## config.mk

```make
export PLATFORM = sky130hd
export DESIGN_NAME = byte_shifter
export DESIGN_NICKNAME = d
export VERILOG_FILES = /design/src/hdl/i2c_settings.svh /design/src/hdl/i2c_pkg.sv /design/src/hdl/byte_shifter.sv
export SDC_FILE = /design/constraint.sdc
export NUM_CORES = 1
export LEC_CHECK = 0
export BUFFER_PORTS_ARGS = -buffer_cell sky130_fd_sc_hd__buf_4
export CORE_MARGIN = 2
export CORE_UTILIZATION = 49
export DETAILED_ROUTE_END_ITERATION = 8
export PLACE_DENSITY_LB_ADDON = 0.2
export SETUP_SLACK_MARGIN = 0.1
export SYNTH_ARGS = -nofsm -noshare
export SYNTH_HDL_FRONTEND = slang
export SYNTH_SLANG_ARGS = --single-unit
```

## constraint.sdc

```tcl
create_clock -name clk_sys -period 2.1 [get_ports clk_sys]
set_clock_uncertainty 0.2 [all_clocks]
set_input_delay 0.21 -clock clk_sys [delete_from_list [all_inputs] [get_ports clk_sys]]
set_output_delay 0.21 -clock clk_sys [all_outputs]
set_load 0.01 [all_outputs]
```

## src/hdl/i2c_settings.svh

```systemverilog
// ********************
// i2c settings: bus timing and
// serial EEPROM constants
// ********************
`ifndef I2C_SETTINGS_SVH
`define I2C_SETTINGS_SVH

// clk_sys cycles per quarter scl period
// 8 keeps simulation short, about 16 gives ~780 kHz at 50 MHz
`define I2C_QUARTER 8

// quarter counter width, room for up to 31
`define I2C_QCNT_W 5

// 24LC64 with A2..A0 tied low
`define EEPROM_DEV_ADDR 7'b1010000

`endif

```

## src/hdl/i2c_pkg.sv

```systemverilog
// ********************
// i2c package: states, opcodes and
// the structs passed between blocks
// ********************
package i2c_pkg;

    localparam int BYTE_BITS = 8;

    // transaction sequence, one state per bus phase
    typedef enum logic [4:0] {
        ST_IDLE,
        ST_START,
        ST_CTRL,
        ST_ADDR_HI,
        ST_ADDR_LO,
        ST_WDATA,
        ST_RESTART,
        ST_CTRL_RD,
        ST_RDATA,
        ST_NOACK,
        ST_STOP,
        ST_RELEASE
    } i2c_state_e;

    // doubles as the r/w bit of the control byte
    typedef enum logic {
        OP_WRITE = 1'b0,
        OP_READ  = 1'b1
    } i2c_op_e;

    typedef struct packed {
        logic low_mid;
        logic high_mid;
    } scl_tick_t;

    typedef struct packed {
        logic                 load;
        logic [BYTE_BITS-1:0] load_byte;
        logic                 shift;
        logic                 capture;
        logic                 commit;
    } shift_ctl_t;

    typedef struct packed {
        logic oe;
        logic out;
    } sda_drive_t;

endpackage

```

## src/hdl/byte_shifter.sv

```systemverilog
// ********************
// byte shifter: parallel load, msb-first
// transmit and receive, result register
// ********************
module byte_shifter
    import i2c_pkg::*;
(
    input  logic       clk_sys,
    input  logic       rst_n,
    input  shift_ctl_t ctl,
    input  logic       sda_in,
    output logic       tx_bit,
    output logic [7:0] result
);

    logic [BYTE_BITS-1:0] shreg;
    logic [BYTE_BITS-1:0] rx_next;

    // byte after taking in the current bus bit
    assign rx_next = {shreg[BYTE_BITS-2:0], sda_in};

    // msb goes out first
    assign tx_bit = shreg[BYTE_BITS-1];

    always_ff @(posedge clk_sys) begin
        if (ctl.load) begin
            shreg <= ctl.load_byte;
        end else if (ctl.shift) begin
            shreg <= {shreg[BYTE_BITS-2:0], 1'b0};
        end else if (ctl.capture) begin
            shreg <= rx_next;
        end
    end

    // commit rides with the last capture
    // so take the byte including this bit
    always_ff @(posedge clk_sys or negedge rst_n) begin
        if (!rst_n) begin
            result <= '0;
        end else if (ctl.commit) begin
            result <= rx_next;
        end
    end

endmodule

```

======== Word-level counts from Yosys, hierarchy flattened ========
Cells that the tools add are included.
Widths: inputs -> output; s select.
cells by class
  reduce and logical (&&, ||, !) cells .... 1
  multiplexer cells ....................... 3
operators by type and width
  cell               count
  $mux 8             3
  $reduce_bool 3->1  1
storage, ports and cells
  register bits ........................... 16
  word-level logic and storage cells ...... 6
  output and inout port bits .............. 9
  bits of input ports ..................... 15

======== Depth between registers and ports, before layout ========
  word-level depth ........................ 3
  depth in mapped cells ................... 3
  mapped depth without buffers ............ 2

======== Worst setup path before layout ========
OpenSTA, ideal clock, no wires.
  path type ............................... input port to flip-flop
  start point ............................. input ctl[11] in the netlist's numbering
  end point ............................... register shreg[0], enable pin
  data required time ...................... 1.606 ns
  arrival ................................. 0.817 ns
  cell stages on the path ................. 2
  path slack .............................. 0.789 ns
  path through ............................ buf_6 > or3_1
on the way
  cells in the longest elaborated chain, start to end .. 1
RTL lines
  what                         RTL line            RTL
  start: declaration           byte_shifter.sv:10  input shift_ctl_t ctl,
  $reduce_bool 3->1 (no line)  --
  end signal: assignment       byte_shifter.sv:27  shreg <= ctl.load_byte;
  end signal: assignment       byte_shifter.sv:29  shreg <= {shreg[BYTE_BITS-2:0], 1'b0};
  end signal: assignment       byte_shifter.sv:31  shreg <= rx_next;
  end: declaration             byte_shifter.sv:16  logic [BYTE_BITS-1:0] shreg;
No other way between the ends.
A chain may end at the register's enable or synchronous reset.

======== Worst setup path in the final report ========
  start point ............................. register result[1]
  end point ............................... output result[1]
RTL lines
  what                      RTL line            RTL
  start: declaration        byte_shifter.sv:13  output logic [7:0] result
  start signal: assignment  byte_shifter.sv:41  result <= rx_next;
No word-level cell between the ends.

==> qor.yml <==
clockBufferDepth: 2
diodes: 0
dpl.hpwl_um: 816
crit_fanout: 2
numCtsBuffers: 3
cp_cell_sequence: "buf_4"
period_needed_ns: 1.25
antenna_found_initial: 0
worst-path-buf-inv: 1
rsz0062_at_grt: "false"
setup_viol: 0
num_rows: 13
required_ns: 1.69
wl_um: 1190
power.density_nw_per_um2: 794
r2r-end: "shreg[1]"
grt_max_degree: 11
endpoint_kind: "output pin"
outcome: "finished clean"
root_buffer: "clkbuf_4"
finalHoldViolCount: 0
die-width_um: 40.3
crit_path_start_kind: "register"
maxSlewViolCount: 0
maxCapViolCount: 0
synth.yosys.seq_area_share_pct: 68.1
wl_per_cell_um: 15.1
area_growth_pct: 34.2
synth_cells: 37
arrival_ns: 0.84
grtUsageTotal_pct: 17.4
max-slew-margin-rel_pct: 78.7
tightest_slew_ns: 0.320
slowest_delay_ns: 0.40
vias: 389
hold_depth: 3
cp_top_family: "flip-flops"
vias_per_cell: 4.92
drt_iter0_markers: 1
grt_pass1_vias: 360
routabilityCongestion: 0.701
syn-num-nets: 52
portBuffers: 23
max_freq_mhz: 802
synthTopCellsByArea: "edfxtp_1, dfrtp_1, mux2_2, buf_6, nand2b_1"
initial_utilization_pct: 51.0
nets: 80
hold_path_end: "shreg[0]"
netlist.top_cell.by_area: "edfxtp_1"
worst-r2r-setup-slack_ns: 0.98
hold_ws_ns: 0.0140
power.leakage_nw: 0.380
r2r-start: "shreg[0]"
hold_start: "ctl[3]"
ant_nets: 0
hold_class: "input pin to register"
grt_overflow_total: 0
grt_pass1_wl_um: 1660
r2r_cells: 1
cts_tree: "yes"
synth-seq-cells: 16
slowest_stage: "dfrtp_1"
die-area_um2: 1630
core-area_um2: 1270
die_h_um: 40.3
dr.pass1.iters: 4
fin_setup_tns_ns: 0
n_fill_cell: 99
cts_setup_buffers: 0
drc: 0
htreeDepth: 1
synth.distinct_cells: 9
yosysWarningCount: 0
clk_pin_slew_ns: 0.09
insertion_delay_ns: 0.28
criticalPathCategory: "register to output pin"
ir_drop_mv: 0.435
ios: 24
avgSynthCellArea_um2: 17.5
fin_crit_sh_pct: 59.4
synth_area_um2: 647
drive_gt1_share_pct: 64.1
clock_sinks: 16
synth_top_area_share_pct: 37.1
==> kinds of logic (layout without fill, tap and decap cells) <==
family / after synthesis / count (layout) / synth area share [%]
AOI/OAI and AO/OA: 1 / 1 / 0.773
buffers and inverters: 2 / 29 / 2.51
muxes: 15 / 15 / 26.1
DFF: 16 / 16 / 68.1
and+or+nand+nor: 3 / 3 / 2.52
==> registers in the layout, summed over array words and instances (netlist names) <==
name and flops:
result 8, shreg 8
==> layer usage <==
layer / global-route usage (%) / vias up / part of all wire [%]
li1: - / 188 / -
met1: 19.6 / 180 / 41
met2: 27.8 / 17 / 52
met3: 5.00 / 4 / 5.4
met4: 12.5 / 0 / 1.6
met5: 0 / - / 0
==> cell usage in the layout, fill, tap and decap left out <==
master / count
mux2_2: 15
o21ai_0: 1
or3_1: 1
edfxtp_1: 8
dfrtp_1: 8
clkbuf_4: 3
buf_4: 23
dlygate4sd3_1: 2
nand2b_1: 1
nand2_1: 1
clkinv_1: 1
==> synthesized netlist by cell type, drive strengths merged <==
library cell  count
dfrtp             8
edfxtp            8
mux2             15
nand2             1
o21ai             1
or3               1
nand2b            1
buf               2
==> stage by stage <==
stage	utilization (%)	power, mW	std cells	setup slack (ns)	instance area [um2]
floorplan	-	0.459	37	0.789	647
global placement	64.8	0.527	73	0.698	822
detailed placement	64.8	0.532	73	0.685	822
CTS	68.4	0.697	79	0.842	868
global route	68.4	0.720	79	0.835	868
finish	68.4	0.689	79	0.853	868
==> power by group <==
group / switching (mW) / internal, mW
Combinational: 0.0477 / 0.0829
Sequential: 0.0209 / 0.376
Clock: 0.0929 / 0.0690
Total: 0.162 / 0.528
==> timing repair <==
action	CTS	global route
hold buffers	2	0
gates resized for setup	0	0
endpoints found under the hold margin	9	0
==> layout make-up <==
cell class / instances / area [um2] / share of cell area [%]
Clock buffer: 3 / 22.5 / 2.59
Clock inverter: 1 / 3.75 / 0.432
Multi-Input combinational cell: 19 / 190 / 21.9
Sequential cell: 16 / 440 / 50.7
Tap cell: 15 / 18.8 / 2.16
Timing Repair Buffer: 25 / 193 / 22.2
==> how the worst max path moves through the flow <==
stage / to / slack [ns] / from / cells after the start
floorplan: shreg[0] / 0.79 / ctl[11] / 2
global placement: shreg[5] / 0.70 / ctl[11] / 2
detailed placement: shreg[4] / 0.69 / ctl[11] / 2
CTS: result[1] / 0.84 / result[1] / 1
global route: result[1] / 0.83 / result[1] / 1
finish: result[1] / 0.85 / result[1] / 1
Power figures use the tool's default switching activity.
