--- src/hdl/i2c_settings.svh ---
// ********************
// i2c settings: bus timing and
// serial EEPROM constants
// ********************
`ifndef I2C_SETTINGS_SVH
`define I2C_SETTINGS_SVH

// clk_sys cycles per quarter scl period
// 8 keeps simulation short, about 16 gives ~780 kHz at 50 MHz
`define I2C_QUARTER 8

// quarter counter width, room for up to 31
`define I2C_QCNT_W 5

// 24LC64 with A2..A0 tied low
`define EEPROM_DEV_ADDR 7'b1010000

`endif

--- src/hdl/i2c_pkg.sv ---
// ********************
// i2c package: states, opcodes and
// the structs passed between blocks
// ********************
package i2c_pkg;

    localparam int BYTE_BITS = 8;

    // transaction sequence, one state per bus phase
    typedef enum logic [4:0] {
        ST_IDLE,
        ST_START,
        ST_CTRL,
        ST_ADDR_HI,
        ST_ADDR_LO,
        ST_WDATA,
        ST_RESTART,
        ST_CTRL_RD,
        ST_RDATA,
        ST_NOACK,
        ST_STOP,
        ST_RELEASE
    } i2c_state_e;

    // doubles as the r/w bit of the control byte
    typedef enum logic {
        OP_WRITE = 1'b0,
        OP_READ  = 1'b1
    } i2c_op_e;

    typedef struct packed {
        logic low_mid;
        logic high_mid;
    } scl_tick_t;

    typedef struct packed {
        logic                 load;
        logic [BYTE_BITS-1:0] load_byte;
        logic                 shift;
        logic                 capture;
        logic                 commit;
    } shift_ctl_t;

    typedef struct packed {
        logic oe;
        logic out;
    } sda_drive_t;

endpackage

--- src/hdl/scl_timer.sv ---
// ********************
// scl timer: quarter-bit counter making scl
// and the mid-low / mid-high strobes
// ********************
`include "i2c_settings.svh"

module scl_timer
    import i2c_pkg::*;
(
    input  logic      clk_sys,
    input  logic      rst_n,
    input  logic      run,
    output logic      scl,
    output scl_tick_t tick
);

    localparam int QW = `I2C_QCNT_W;
    localparam logic [QW-1:0] Q_LAST = QW'(`I2C_QUARTER - 1);

    logic [QW-1:0] q_cnt;
    logic [1:0]    phase;
    logic [1:0]    phase_nxt;
    logic          q_wrap;

    // end of a quarter
    assign q_wrap = run && (q_cnt == Q_LAST);

    // phases 0,1 low, 2,3 high; parked at 0 while idle
    assign phase_nxt = !run ? 2'd0 : (q_wrap ? phase + 2'd1 : phase);

    always_ff @(posedge clk_sys or negedge rst_n) begin
        if (!rst_n) begin
            q_cnt <= '0;
            phase <= 2'd0;
            scl   <= 1'b1;
            tick  <= '0;
        end else begin
            // registered so scl never glitches on a state change
            scl   <= ~run | phase_nxt[1];
            phase <= phase_nxt;
            // strobes on entry to phase 1 and phase 3
            tick.low_mid  <= q_wrap && (phase == 2'd0);
            tick.high_mid <= q_wrap && (phase == 2'd2);
            if (!run || q_wrap) begin
                q_cnt <= '0;
            end else begin
                q_cnt <= q_cnt + 1'b1;
            end
        end
    end

endmodule

--- config.mk ---
export PLATFORM = sky130hd
export DESIGN_NAME = scl_timer
export DESIGN_NICKNAME = d
export VERILOG_FILES = /design/src/hdl/i2c_pkg.sv /design/src/hdl/scl_timer.sv
export VERILOG_INCLUDE_DIRS = /design/src /design/src/hdl
export SDC_FILE = /design/constraint.sdc
export NUM_CORES = 1
export LEC_CHECK = 0
export BUFFER_PORTS_ARGS = -buffer_cell sky130_fd_sc_hd__clkbuf_2
export CAP_MARGIN = 15
export CORE_AREA = 4 4 41 43
export DETAILED_ROUTE_END_ITERATION = 12
export DIE_AREA = 0 0 45 47
export PLACE_DENSITY = 0.56
export RECOVER_POWER = 100
export SYNTH_ARGS = -nofsm -noshare
export SYNTH_HDL_FRONTEND = slang
export SYNTH_SLANG_ARGS = --single-unit
--- constraint.sdc ---
create_clock -name clk_sys -period 1.3 [get_ports clk_sys]
set_input_delay 0.195 -clock clk_sys [delete_from_list [all_inputs] [get_ports clk_sys]]
set_output_delay 0.195 -clock clk_sys [all_outputs]
set_load 0.02 [all_outputs]
Word-level counts from Yosys, hierarchy flattened
Cells that the tools add are included.
{"block": "op_classes", "reduce_logical": 6, "eq_ne": 3, "n_mux": 3, "bitwise": 2, "addsub": 2}
{"op": "adder 5 x 1 -> 5 bit (second input constant)", "count": 1}
{"op": "equality test 5 x 3 -> 1 bit (second input constant)", "count": 1}
{"op": "2-to-1 mux 5 bit", "count": 1}
{"op": "2-to-1 mux 2 bit", "count": 2}
{"op": "logical AND 1 bit", "count": 3}
{"op": "adder 2 x 1 -> 2 bit (second input constant)", "count": 1}
{"op": "equality test 2 bit (second input constant)", "count": 1}
{"op": "logical NOT 2 bit", "count": 1}
{"op": "!= test 2 x 1 -> 1 bit (second input constant)", "count": 1}
{"op": "logical NOT 1 bit", "count": 1}
{"op": "logical OR 1 bit", "count": 1}
{"op": "inverter 1 bit", "count": 1}
{"op": "OR 1 bit", "count": 1}
{"block": "totals", "register_bits": 10, "output_inout_bits": 3, "input_bits": 3, "wordCells": 22}

Depth between registers and ports, before layout
{"block": "logic_depth", "ltp_word": 5, "ltp_mapped": 4, "ltp_nobuf": 4}

Worst setup path after synthesis
Ideal clock, no wire load.
{"block": "synth_path", "path_type": "flip-flop to flip-flop", "from": "register q_cnt[0]", "to": "register q_cnt[3]", "synth_period_minus_slack_ns": 1.293, "t_required_ns": 1.205, "n_path_buf": 1, "stages_incl_launch_ff": 5, "arrival_time_ns": 1.198, "setup_time_ns": 0.095, "path_slack_ns": 0.007, "cell_sequence": "dfrtp_1 -> ha_1 -> and4bb_1 -> buf_6 -> nor4_4"}
{"block": "synth_via", "elab_chain_cells": 4, "word_cells_on_any_way": 5, "classes_between": "add/sub (1); eq/ne (1); mux (1); reduce/logical (2)"}
{"item": "from (decl)", "line_no": "scl_timer.sv:20", "source": "logic [QW-1:0] q_cnt;"}
{"item": "from (signal assigned)", "line_no": "scl_timer.sv:47", "source": "q_cnt <= q_cnt + 1'b1;"}
{"item": "parallel branches: the longest is 3 deep, another holds adder 5 x 1 -> 5 bit"}
{"item": "2-to-1 mux 5 bit *", "line_no": "scl_timer.sv:44", "source": "if (!run || q_wrap) begin"}
Every way passes the cells marked *.
A chain may end at the register's enable or synchronous reset.

Worst setup path in the final report
{"block": "layout_path", "from": "register q_cnt[1]", "to": "register q_cnt[1]"}
The elaborated chain is that of the path after synthesis.

==> summary.txt <==
CTS root buffer: clkbuf_4
GRT Total Usage: 0.1014
Post-CTS Setup Bufs: 0
Setup CP Type: reg -> reg
Clk sinks: 10
Slew Limit Fails: 0
Final Critical Period: 1.222 ns
Final WL: 819 um
Clk buf depth: 2
Initial antenna violation count: 0
Post-synthesis sequential area ratio: 0.5000
Cell count after synthesis: 41
FF+latch count, synth: 10
Setup TNS: 0 ns
# DRC: 0
Yosys cell types: 21
Largest fanout on the critical path: 8
Post-synth top area share: 0.4478
Die area: 2115 um^2
Fin crit share: 0.9402
DRT iter0 DRCs: 1
Synth warnings: 0
Final Skew: 0.001296 ns
Global-route wire length before repair: 1407 um
Clock-pin slew on the worst setup and hold paths: 0.07 ns
Synth Net Count: 47
Worst slew pin tran: 0.5177 ns
Avg Cell Area, Syn: 12.27 um^2
Fmax: 818.1 MHz
CP endpoint kind: flip-flop
DRT antenna net count: 0
Via density: 4.838
Hold Path Class: in -> reg
Core area: 1301 um^2
Pwr/cell area: 1107 nW/um^2
Slowest CP cell: dfrtp_1
Pin count of the biggest net entering global routing: 15
CTS tree: done
Largest area contributor in the netlist: dfrtp_1
Synth-to-layout area growth: 19.90%
Avg WL per Cell: 12.04 um
Placer Congestion: 0.7274
Fin. Hold Viols: 0
Synthesized area: 503.0 um^2
DIE HEIGHT: 47 um
Top cells by area, synth: dfrtp_1 (45%), mux2i_1 (8.0%), ha_1 (7.5%), dfstp_2 (5.2%), nor4_4 (4.2%)
HPWL after DPL: 632.1 um
Reg2reg path depth: 3
Rows: 13
Worst endpoint data arrival time: 1.38 ns
Slew margin rel.: 0.6549
Initial core utilization: 0.3865
Fin util: 0.4635
Crit path buffers/inverters: 0
I/O Pins: 6
Startpoint Class: flip-flop
Nets: 60
Min-Delay Path Depth: 3
Layout cells sized above 1: 0.3019
Worst path max stage delay: 0.37 ns
Grt ovf: 0
Cts bufs inserted: 3
Peak VDD IR: 0.5612 mV
MaxCap Viol Count: 0
Number of global-route vias before repair: 341
Fillcell total: 137
WP depth: 3
Final setup viols: 0
IO buf count: 5
Drt pass-1 iters: 4
RSZ-0062 raised after global routing: false
Routed via count: 329
Die width: 45 um
Clock Latency Late Sink: 0.27 ns
WP data required: 1.46 ns
Antenna cells: 0
Crit path cell chain: ha_1, and4bb_4, and3b_2
H-tree depth: 1
Leakage power: 0.2790 nW
Cell family with most CP delay: simple AND/OR/NAND/NOR gates
Status: completed
## worst reg2reg max path: stages (launching register included)
cell and delay [ns]:
dfrtp_1 0.37, ha_1 0.18, and4bb_4 0.34, and3b_2 0.23
## layer usage
layer  GRT usage  share of wire  routed length [um]
met5           0              0                   0
met2      0.1582           0.47                 386
met4     0.08772          0.034                  28
met1      0.1077           0.43                 350
met3     0.03831          0.065                  53
## kinds of logic (layout without fill, tap and decap cells)
logic type | Yosys count | in the layout | share of synthesized area
AO/OA/AOI/OAI | 2 | 2 | 0.01988
XOR/XNOR | 1 | 1 | 0.01742
buffers and inverters | 4 | 16 | 0.04477
flip-flops | 10 | 10 | 0.5000
AND/OR/NAND/NOR | 17 | 17 | 0.2636
multiplexers | 4 | 4 | 0.07961
adder cells (fa/ha/maj) | 3 | 3 | 0.07463
## synthesized netlist by cell type (all sizes together)
cell and count:
a21oi 1, and2 1, and3 2, and3b 1
and4 1, and4bb 1, buf 1, clkbuf 1
dfrtp 9, dfstp 1, ha 3, inv 2
mux2i 4, nand2 4, nand2b 2, nand3 1
nor2b 2, nor3b 1, nor4 1, o21ai 1
xor2 1
## layout make-up
cell class              instances  area [um^2]  area share
flip-flops and latches         10        251.5      0.4170
multi-input cells              27        232.7      0.3859
repair buffers                 10        56.30     0.09336
clock buffers                   4        36.28     0.06017
well taps                      15        18.77     0.03112
inverters                       2        7.507     0.01245
## report_power, final
part | total, mW | switching (mW) | internal, mW
logic | 0.0530 | 0.0289 | 0.0241
clock network | 0.287 | 0.117 | 0.170
registers | 0.328 | 0.00558 | 0.322
total | 0.668 | 0.151 | 0.516
## cell usage in the layout, fill, tap and decap left out, types with 2 or more instances in the layout
cell,synthesis,final
buf_4,0,3
nor2b_1,2,2
nand2_1,4,4
nand2b_1,2,2
mux2i_1,4,4
clkbuf_4,0,3
ha_1,3,3
and3_2,2,2
dfrtp_1,9,9
clkbuf_1,1,5
inv_1,2,2
## through the flow
stage	cells	setup WS [ns]	power (mW)	area (um^2)	hold WS (ns)
final	68	0.07768	0.6678	603.1	0.2977
after global routing	68	0.04247	0.7152	603.1	0.3074
after CTS	68	0.0004979	0.6853	608.1	0.2876
after detailed placement	63	-0.07639	0.3873	561.8	0.07306
after global placement	63	0.002699	0.3834	561.8	0.06549
after floorplan	41	0.007447	0.3621	503.0	-0.1006
## sequential cells by signal, summed over array words and instances (netlist names)
name   flops
q_cnt      5
phase      2
tick       2
scl        1
## final timing paths
| check | start | endpoint | slack (ns) |
|---|---|---|---|
| setup / recovery | q_cnt[1] | q_cnt[1] | 0.08 |
| hold / removal | run | phase[0] | 0.30 |
| setup reg to reg | q_cnt[1] | q_cnt[1] | 0.08 |
| hold reg to reg | q_cnt[0] | q_cnt[0] | 0.54 |
| max in group asynchronous | rst_n | scl | 0.54 |
| min in group asynchronous | rst_n | q_cnt[2] | 0.40 |
## repair_timing
item,in CTS,in global routing
hold endpoints to repair,9,0
resized for setup,1,1
hold buffers,1,0
endpoints found under the setup margin,7,4
Power figures use the tool's default switching activity.
