==> src/hdl/i2c_settings.svh <==
// ********************
// i2c settings: bus timing and
// serial EEPROM constants
// ********************
`ifndef I2C_SETTINGS_SVH
`define I2C_SETTINGS_SVH

// clk_sys cycles per quarter scl period
// 8 keeps simulation short, about 16 gives ~780 kHz at 50 MHz
`define I2C_QUARTER 8

// quarter counter width, room for up to 31
`define I2C_QCNT_W 5

// 24LC64 with A2..A0 tied low
`define EEPROM_DEV_ADDR 7'b1010000

`endif

==> src/hdl/i2c_pkg.sv <==
// ********************
// i2c package: states, opcodes and
// the structs passed between blocks
// ********************
package i2c_pkg;

    localparam int BYTE_BITS = 8;

    // transaction sequence, one state per bus phase
    typedef enum logic [4:0] {
        ST_IDLE,
        ST_START,
        ST_CTRL,
        ST_ADDR_HI,
        ST_ADDR_LO,
        ST_WDATA,
        ST_RESTART,
        ST_CTRL_RD,
        ST_RDATA,
        ST_NOACK,
        ST_STOP,
        ST_RELEASE
    } i2c_state_e;

    // doubles as the r/w bit of the control byte
    typedef enum logic {
        OP_WRITE = 1'b0,
        OP_READ  = 1'b1
    } i2c_op_e;

    typedef struct packed {
        logic low_mid;
        logic high_mid;
    } scl_tick_t;

    typedef struct packed {
        logic                 load;
        logic [BYTE_BITS-1:0] load_byte;
        logic                 shift;
        logic                 capture;
        logic                 commit;
    } shift_ctl_t;

    typedef struct packed {
        logic oe;
        logic out;
    } sda_drive_t;

endpackage

==> src/hdl/i2c_fsm.sv <==
// ********************
// i2c fsm: key request latch and the
// random byte write / read sequence
// ********************
`include "i2c_settings.svh"

module i2c_fsm
    import i2c_pkg::*;
(
    input  logic        clk_sys,
    input  logic        rst_n,
    input  logic        key_wr,
    input  logic        key_rd,
    input  logic [15:0] mem_addr,
    input  logic [7:0]  wr_data,
    input  scl_tick_t   tick,
    input  logic        tx_bit,
    input  logic        sda_in,
    output logic        run,
    output logic        busy,
    output logic        led,
    output shift_ctl_t  ctl,
    output sda_drive_t  drive
);

    localparam logic [7:0] CTRL_WR  = {`EEPROM_DEV_ADDR, OP_WRITE};
    localparam logic [7:0] CTRL_RD  = {`EEPROM_DEV_ADDR, OP_READ};
    localparam logic [3:0] ACK_BIT  = 4'(BYTE_BITS);
    localparam logic [3:0] LAST_BIT = 4'(BYTE_BITS - 1);

    i2c_state_e  state;
    i2c_op_e     op;
    logic [3:0]  bit_cnt;
    logic        req_wr;
    logic        req_rd;
    logic        wr_pend;
    logic        rd_pend;
    logic        clr_wr;
    logic        clr_rd;
    logic        ack_slot;
    logic        tx_state;
    logic [15:0] addr_q;
    logic [7:0]  data_q;

    // byte that follows a transmitted byte and its ack
    function automatic i2c_state_e after_byte(input i2c_state_e s, input i2c_op_e o);
        case (s)
            ST_CTRL:    return ST_ADDR_HI;
            ST_ADDR_HI: return ST_ADDR_LO;
            ST_ADDR_LO: return (o == OP_WRITE) ? ST_WDATA : ST_RESTART;
            ST_CTRL_RD: return ST_RDATA;
            default:    return ST_STOP;
        endcase
    endfunction

    assign wr_pend  = req_wr | ~key_wr;
    assign rd_pend  = req_rd | ~key_rd;
    assign ack_slot = (bit_cnt == ACK_BIT);
    assign tx_state = state inside {ST_CTRL, ST_ADDR_HI, ST_ADDR_LO, ST_WDATA, ST_CTRL_RD};
    assign run      = (state != ST_IDLE) && (state != ST_RELEASE);
    assign busy     = (state != ST_IDLE);

    // write request drops only once both keys are up
    assign clr_wr = (state == ST_RELEASE) && key_wr && key_rd;
    assign clr_rd = (state == ST_STOP) && tick.high_mid && (op == OP_READ);

    // keys are active low, held until served
    always_ff @(posedge clk_sys or negedge rst_n) begin
        if (!rst_n) begin
            req_wr <= 1'b0;
            req_rd <= 1'b0;
        end else begin
            req_wr <= wr_pend & ~clr_wr;
            req_rd <= rd_pend & ~clr_rd;
        end
    end

    // address and data follow the inputs until the request starts
    always_ff @(posedge clk_sys) begin
        if (state == ST_IDLE) begin
            addr_q <= mem_addr;
            data_q <= wr_data;
        end
    end

    // shifter commands, acted on one cycle later
    always_comb begin
        ctl = '0;
        case (state)
            ST_START: begin
                ctl.load      = tick.high_mid;
                ctl.load_byte = CTRL_WR;
            end
            ST_RESTART: begin
                ctl.load      = tick.high_mid;
                ctl.load_byte = CTRL_RD;
            end
            ST_CTRL: begin
                ctl.load      = tick.high_mid && ack_slot;
                ctl.load_byte = addr_q[15:8];
            end
            ST_ADDR_HI: begin
                ctl.load      = tick.high_mid && ack_slot;
                ctl.load_byte = addr_q[7:0];
            end
            ST_ADDR_LO: begin
                // read turns to the restart instead
                ctl.load      = tick.high_mid && ack_slot && (op == OP_WRITE);
                ctl.load_byte = data_q;
            end
            ST_RDATA: begin
                ctl.capture = tick.high_mid;
                ctl.commit  = tick.high_mid && (bit_cnt == LAST_BIT);
            end
            default: begin
            end
        endcase
        ctl.shift = tx_state && tick.low_mid && !ack_slot;
    end

    always_ff @(posedge clk_sys or negedge rst_n) begin
        if (!rst_n) begin
            state   <= ST_IDLE;
            op      <= OP_WRITE;
            bit_cnt <= '0;
            drive   <= '{oe: 1'b1, out: 1'b1};
            led     <= 1'b1;
        end else begin
            case (state)
                ST_IDLE: begin
                    drive   <= '{oe: 1'b1, out: 1'b1};
                    bit_cnt <= '0;
                    // start only from a free line, write wins
                    if ((wr_pend || rd_pend) && sda_in) begin
                        op    <= wr_pend ? OP_WRITE : OP_READ;
                        state <= ST_START;
                    end
                end
                ST_START: begin
                    // sda falls with scl high
                    if (tick.high_mid) begin
                        drive.out <= 1'b0;
                        state     <= ST_CTRL;
                    end
                end
                ST_CTRL, ST_ADDR_HI, ST_ADDR_LO, ST_WDATA, ST_CTRL_RD: begin
                    if (tick.low_mid) begin
                        // data bits from the shifter, ack slot released
                        if (ack_slot) begin
                            drive.oe <= 1'b0;
                        end else begin
                            drive <= '{oe: 1'b1, out: tx_bit};
                        end
                    end
                    if (tick.high_mid) begin
                        if (ack_slot) begin
                            bit_cnt <= '0;
                            state   <= after_byte(state, op);
                        end else begin
                            bit_cnt <= bit_cnt + 1'b1;
                        end
                    end
                end
                ST_RDATA: begin
                    if (tick.low_mid) begin
                        drive.oe <= 1'b0;
                    end
                    if (tick.high_mid) begin
                        if (bit_cnt == LAST_BIT) begin
                            bit_cnt <= '0;
                            state   <= ST_NOACK;
                        end else begin
                            bit_cnt <= bit_cnt + 1'b1;
                        end
                    end
                end
                ST_NOACK: begin
                    // sda held high ends the read
                    if (tick.low_mid) begin
                        drive <= '{oe: 1'b1, out: 1'b1};
                    end
                    if (tick.high_mid) begin
                        state <= ST_STOP;
                    end
                end
                ST_RESTART: begin
                    // raise sda while scl low, drop it while high
                    if (tick.low_mid) begin
                        drive <= '{oe: 1'b1, out: 1'b1};
                    end
                    if (tick.high_mid) begin
                        drive.out <= 1'b0;
                        state     <= ST_CTRL_RD;
                    end
                end
                ST_STOP: begin
                    if (tick.low_mid) begin
                        drive <= '{oe: 1'b1, out: 1'b0};
                    end
                    if (tick.high_mid) begin
                        drive.out <= 1'b1;
                        if (op == OP_WRITE) begin
                            led   <= 1'b0;
                            state <= ST_RELEASE;
                        end else begin
                            state <= ST_IDLE;
                        end
                    end
                end
                ST_RELEASE: begin
                    // hold until keys are up, no repeat write
                    if (key_wr && key_rd) begin
                        state <= ST_IDLE;
                    end
                end
                default: begin
                    state <= ST_IDLE;
                end
            endcase
        end
    end

endmodule

==> config.mk <==
export PLATFORM = sky130hd
export DESIGN_NAME = i2c_fsm
export DESIGN_NICKNAME = d
export VERILOG_FILES = /design/src/hdl/i2c_pkg.sv /design/src/hdl/i2c_fsm.sv
export VERILOG_INCLUDE_DIRS = /design/src /design/src/hdl
export SDC_FILE = /design/constraint.sdc
export NUM_CORES = 1
export LEC_CHECK = 0
export BUFFER_PORTS_ARGS = -buffer_cell sky130_fd_sc_hd__buf_4
export CAP_MARGIN = 20
export CORE_MARGIN = 3
export CORE_UTILIZATION = 58
export CTS_BUF_LIST = sky130_fd_sc_hd__clkbuf_16
export DETAILED_ROUTE_END_ITERATION = 16
export GPL_TIMING_DRIVEN = 0
export PLACE_DENSITY = 0.88
export SYNTH_ARGS = -nofsm -noshare
export SYNTH_HDL_FRONTEND = slang
export SYNTH_SLANG_ARGS = --single-unit
export TNS_END_PERCENT = 30
==> constraint.sdc <==
create_clock -name clk_sys -period 3.5 [get_ports clk_sys]
set_input_delay 0.35 -clock clk_sys [delete_from_list [all_inputs] [get_ports clk_sys]]
set_output_delay 0.35 -clock clk_sys [all_outputs]
set_load 0.01 [all_outputs]
After elaboration in Yosys (flattened, before gate mapping)
Cells that the tools add are included.

Latch bits: 0. Logic and storage cells: 111. Memories: 0. Bits in read-only memories: 0. Flip-flop bits (word level): 39. Bits in writable memories: 0. Output and inout bits: 17. Bits of input ports: 32.

Multiplexer cells: 33. Order comparisons: 0. Equal/unequal tests: 30. Shifts and indexed selects: 0. Multiply operators: 0. Div/mod/pow operators: 0. Reductions and logical operators: 28. Bitwise logic cells: 9. $add $sub $neg: 1.

Operators with widths (number): 5-bit 2-to-1 mux (10); 9-bit case mux with 5 select lines (1); 5-bit case mux with 8 select lines (1); 2-bit != test, second input constant (12); 5-bit by 3-bit equality test with 1-bit output, second input constant (4); 5-bit by 4-bit equality test with 1-bit output, second input constant (4); 4-bit 2-to-1 mux (5); 4-bit case mux with 4 select lines (1); 5-bit nonzero test (3); 1-bit logical AND (12); 4-bit case mux with 3 select lines (1); 5-bit by 2-bit equality test with 1-bit output, second input constant (2); 2-bit 2-to-1 mux (5); 10-bit AND reduction (1); 5-bit AND reduction (2); 1-bit 2-to-1 mux (7); 2-bit by 1-bit != test with 1-bit output, second input constant (3); 1-bit case mux with 6 select lines (1); 3-bit AND reduction (2); 6-bit nonzero test (1); 5-bit by 1-bit equality test with 1-bit output, second input constant (1); 5-bit logical NOT (1); 5-bit by 4-bit != test with 1-bit output, second input constant (1); 1-bit inverter (5); 13 further kinds (15).

Logic depth before layout (Yosys ltp)
Word-level depth: 6. Depth in mapped cells: 8. Depth with buffers taken out: 7.

Worst setup path before layout
OpenSTA, ideal clock, no wires.

Kind: register to register. Start point: register state[0]. End point: register bit_cnt[2]. Clock period less this slack: 2.061 ns. Library setup time: 0.086 ns. Buffers on the path: 1. Data required time: 3.414 ns. Slack: 1.439 ns. Cell stages (with the launch flop): 7. Arrival: 1.975 ns. Cell sequence: dfrtp_1 buf_6 or4_4 inv_1 a211oi_4 mux2i_1 nor3_1.

Cells in the longest elaborated chain, start to end: 4. Elaborated cells between the ends (all ways): 13. Classes of those cells: eq/ne (8); mux (1); reduce/logical (4).

Ends and longest elaborated chain: start, declared (RTL line i2c_fsm.sv:31) `i2c_state_e state;`; start signal, assigned (RTL line i2c_fsm.sv:158) `state <= after_byte(state, op);`; 5-bit by 2-bit equality test with 1-bit output / 5-bit by 3-bit equality test with 1-bit output (equally long branches) (RTL line i2c_fsm.sv:129) `case (state)`; 5-bit OR reduction (RTL line i2c_fsm.sv:129); 2-bit != test (no source line) / 3-bit nonzero test (equally long branches); 3-bit AND reduction (no source line); end signal, assigned (RTL line i2c_fsm.sv:160) `bit_cnt <= bit_cnt + 1'b1;`; end signal, assigned (RTL line i2c_fsm.sv:173) `bit_cnt <= bit_cnt + 1'b1;`; end, declared (RTL line i2c_fsm.sv:33) `logic [3:0] bit_cnt;`.

Parallel ways exist; a longest one is shown, timed or not. A chain may end at the register's enable or synchronous reset.

==> metrics.cfg <==
[outcome]
status=completed

[sta]
setup_tns_ns=0
fin_skew_ns=0.005760
setup_viol=0
finalMaxSlewViolations=0
timing.final.crit_share_pct=78.81
period_minus_slack_ns=2.758
worst_pin_slew_ns=1.091
hold_violations=0
rsz0062_at_grt=no
fmax_mhz=362.5
slew_headroom_pct=26.68

[floorplanning]
dieHeight_um=66.70
design.die.area_um2=4449
core-area_um2=3442
rows=21
start_util_pct=62.09
ios=49
die_x_um=66.70

[critical_path]
cpMaxStageDelayCell=nor3_1
cp_max_fo=9
critPathTopFamily=simple AND/OR/NAND/NOR gates
cp_cell_sequence=buf_2 > nand2_1 > nor3_1 > a22oi_1 > o21ai_0 > buf_4
max_stage_delay_ns=0.88
ff2ff_setup_slack_ns=1.18
r2r-start=state[0]$_DFFE_PN0P_
critPathBufInv=2
critPathLaunchType=flop
critPathRequiredTime_ns=3.15
crit_type=flop to primary output
worstPathArrival_ns=2.41
crit_cells=6
end_kind=primary output
r2r-end=bit_cnt[2]$_DFFE_PN0P_
reg2regPathDepth=6

[power_and_ir_drop]
clockPowerShare_pct=21.3
ir_drop_v=0.0005923
p_seq_share_pct=27.3
power_switching_uw=941.1
p_per_area_nw_per_um2=884.6
p_int_uw=1472
p_leak_uw=0.001127
power_frac_comb_pct=51.4
swShare_pct=39.00

[drt]
drc=0
drt_iter0_markers=231
avgRoutedWirePerCell_um=16.93
firstDrtPassIters=5
vias_per_cell=5.968
routed_wl_um=5334
drtAntennaViolNets=0
vias=1880

[synth]
syn-cell-area_um2=2137
synth_edf_count=24
synth_top_area_share_pct=33.72
synth_top_area_cell=edfxtp_1
synth_flop_cell=edfxtp_1
synth.avg_cell_area_um2=10.03
synth_cells=213
synth.area.top_cells=edfxtp_1, dfrtp_1, nand2_1
seq_area_frac_synth_pct=50.29
syn_nets=247
synth_seq_cells=38
ys_types=57
ys_warn_count=0
async_reset_ff_share_pct=36.84

[clock_tree]
cts_buffers=5
cts_sinks=38
clk_latency_ns=0.28
root_buffer=clkbuf_16
h-tree-depth=2
cts.path.max_buffers=2
clk_pin_slew_ns=0.06
tritoncts=built
postCtsSetupRepairBufs=0

[global_routing]
grt_pass1_vias=1695
grt_max_degree=27
track_usage_pct=25.50
grt.overflow.total=0
antenna_found_initial=0
grt_pass1_wl_um=8183

[placed_design]
place_congestion=0.9487
dpl.hpwl_um=3536
io_buffers=47

[layout]
insertedDiodeCount=0
layout-drive-gt1-share_pct=30.48
final_cell_mix=buf_4, nand2_1, edfxtp_1
nNetsFinal=302
areaGrowthSynthToFinish_pct=27.63
fill_cells=226
layout_commonest_cell=buf_4
finalCoreUtilization_pct=79.24

[hold_path]
min_path_type=input pin to flop
hold_end=addr_q[7]$_DFFE_PP_
min-delay-start=mem_addr[7]
min_path_cells=1

[run]
maxCapViolations=0

==> sequential cells by signal, summed over array words and instances, names as in the netlist <==
signal,count
op,1
led,1
state,4
bit_cnt,4
req_rd,1
req_wr,1
data_q,8
addr_q,16
drive,2
==> repair_timing <==
| item | 4_1_cts | 5_1_grt |
|---|---|---|
| hold buffers | 1 | 0 |
| gates resized for setup | 0 | 0 |
| hold endpoints to repair | 11 | 0 |
==> Yosys cell counts (all sizes together) (3+ instances only) <==
library cell,n
a22oi,8
nand2,28
nand3,4
mux2,3
o21ai,17
inv,7
nor2,20
buf,7
clkbuf,7
a21oi,10
nand2b,5
nand3b,3
dfstp,3
dfrtp,11
and3,3
edfxtp,24
nor3,10
==> area by class of cell <==
type	count	area [um2]	area share (%)
inverter	7	26.28	0.9633
multi-input combinational	154	943.4	34.59
clock inverter	3	45.04	1.651
clock buffer	5	125.1	4.587
buffer	14	92.59	3.394
timing repair buffer	48	362.8	13.30
sequential	38	1075	39.40
tap	46	57.56	2.110
==> power groups by stage <==
| stage | clock network (uW) | logic (uW) | registers (uW) |
|---|---|---|---|
| after global routing | 539 | 1350 | 670 |
| after detailed placement | 0 | 1200 | 664 |
| after global placement | 0 | 1180 | 659 |
| after CTS | 519 | 1230 | 658 |
| after floorplan | 0 | 846 | 657 |
| final | 514 | 1240 | 659 |
==> worst reg2reg max path, stage by stage, from the launching register on <==
cell and delay [ns]:
dfrtp_1 0.37, buf_6 0.14, or4_4 0.51, inv_1 0.74, a211oi_4 0.14, mux2i_1 0.17, nor3_1 0.18
==> worst max path at each step <==
| stage | startpoint | slack, ns | end |
|---|---|---|---|
| 2_1_floorplan | state[0]$_DFFE_PN0P_ | 1.44 | bit_cnt[2]$_DFFE_PN0P_ |
| 3_3_place_gp | state[3]$_DFFE_PN0P_ | 1.13 | ctl[10] |
| 3_5_place_dp | state[3]$_DFFE_PN0P_ | 1.12 | ctl[10] |
| 4_1_cts | state[3]$_DFFE_PN0P_ | 0.79 | ctl[10] |
| 5_1_grt | state[3]$_DFFE_PN0P_ | 0.59 | ctl[10] |
| 6_report | state[1]$_DFFE_PN0P_ | 0.74 | ctl[8] |
==> cell families after synthesis <==
logic type,after synthesis,synth area share (%)
muxes,5,2.693
buffers and inverters,21,5.562
adders and majority gates,2,1.171
and+or+nand+nor,92,22.83
DFF,38,50.29
AOI/OAI and AO/OA,55,17.45
==> per-stage QoR <==
step	cells	hold slack, ns	worst slack, ns	power (uW)	instance area, um2
floorplan	213	0.05441	1.439	1503	2137
global placement	306	0.2094	1.131	1836	2547
detailed placement	306	0.2141	1.125	1869	2547
CTS	315	0.2379	0.7898	2405	2728
global route	315	0.2313	0.5907	2560	2728
finish	315	0.2405	0.7415	2413	2728
==> per-layer routing <==
| metal | vias up | track usage [%] | share of wire [%] | routed length (um) |
|---|---|---|---|---|
| met1 | 890 | 32.53 | 40 | 2147 |
| met3 | 17 | 6.914 | 7.3 | 392 |
| met5 | - | 0 | 0 | 0 |
| met2 | 87 | 39.48 | 49 | 2631 |
| li1 | 886 | - | - | - |
| met4 | 0 | 13.20 | 3.0 | 161 |
(Power assumes the default switching activity.)
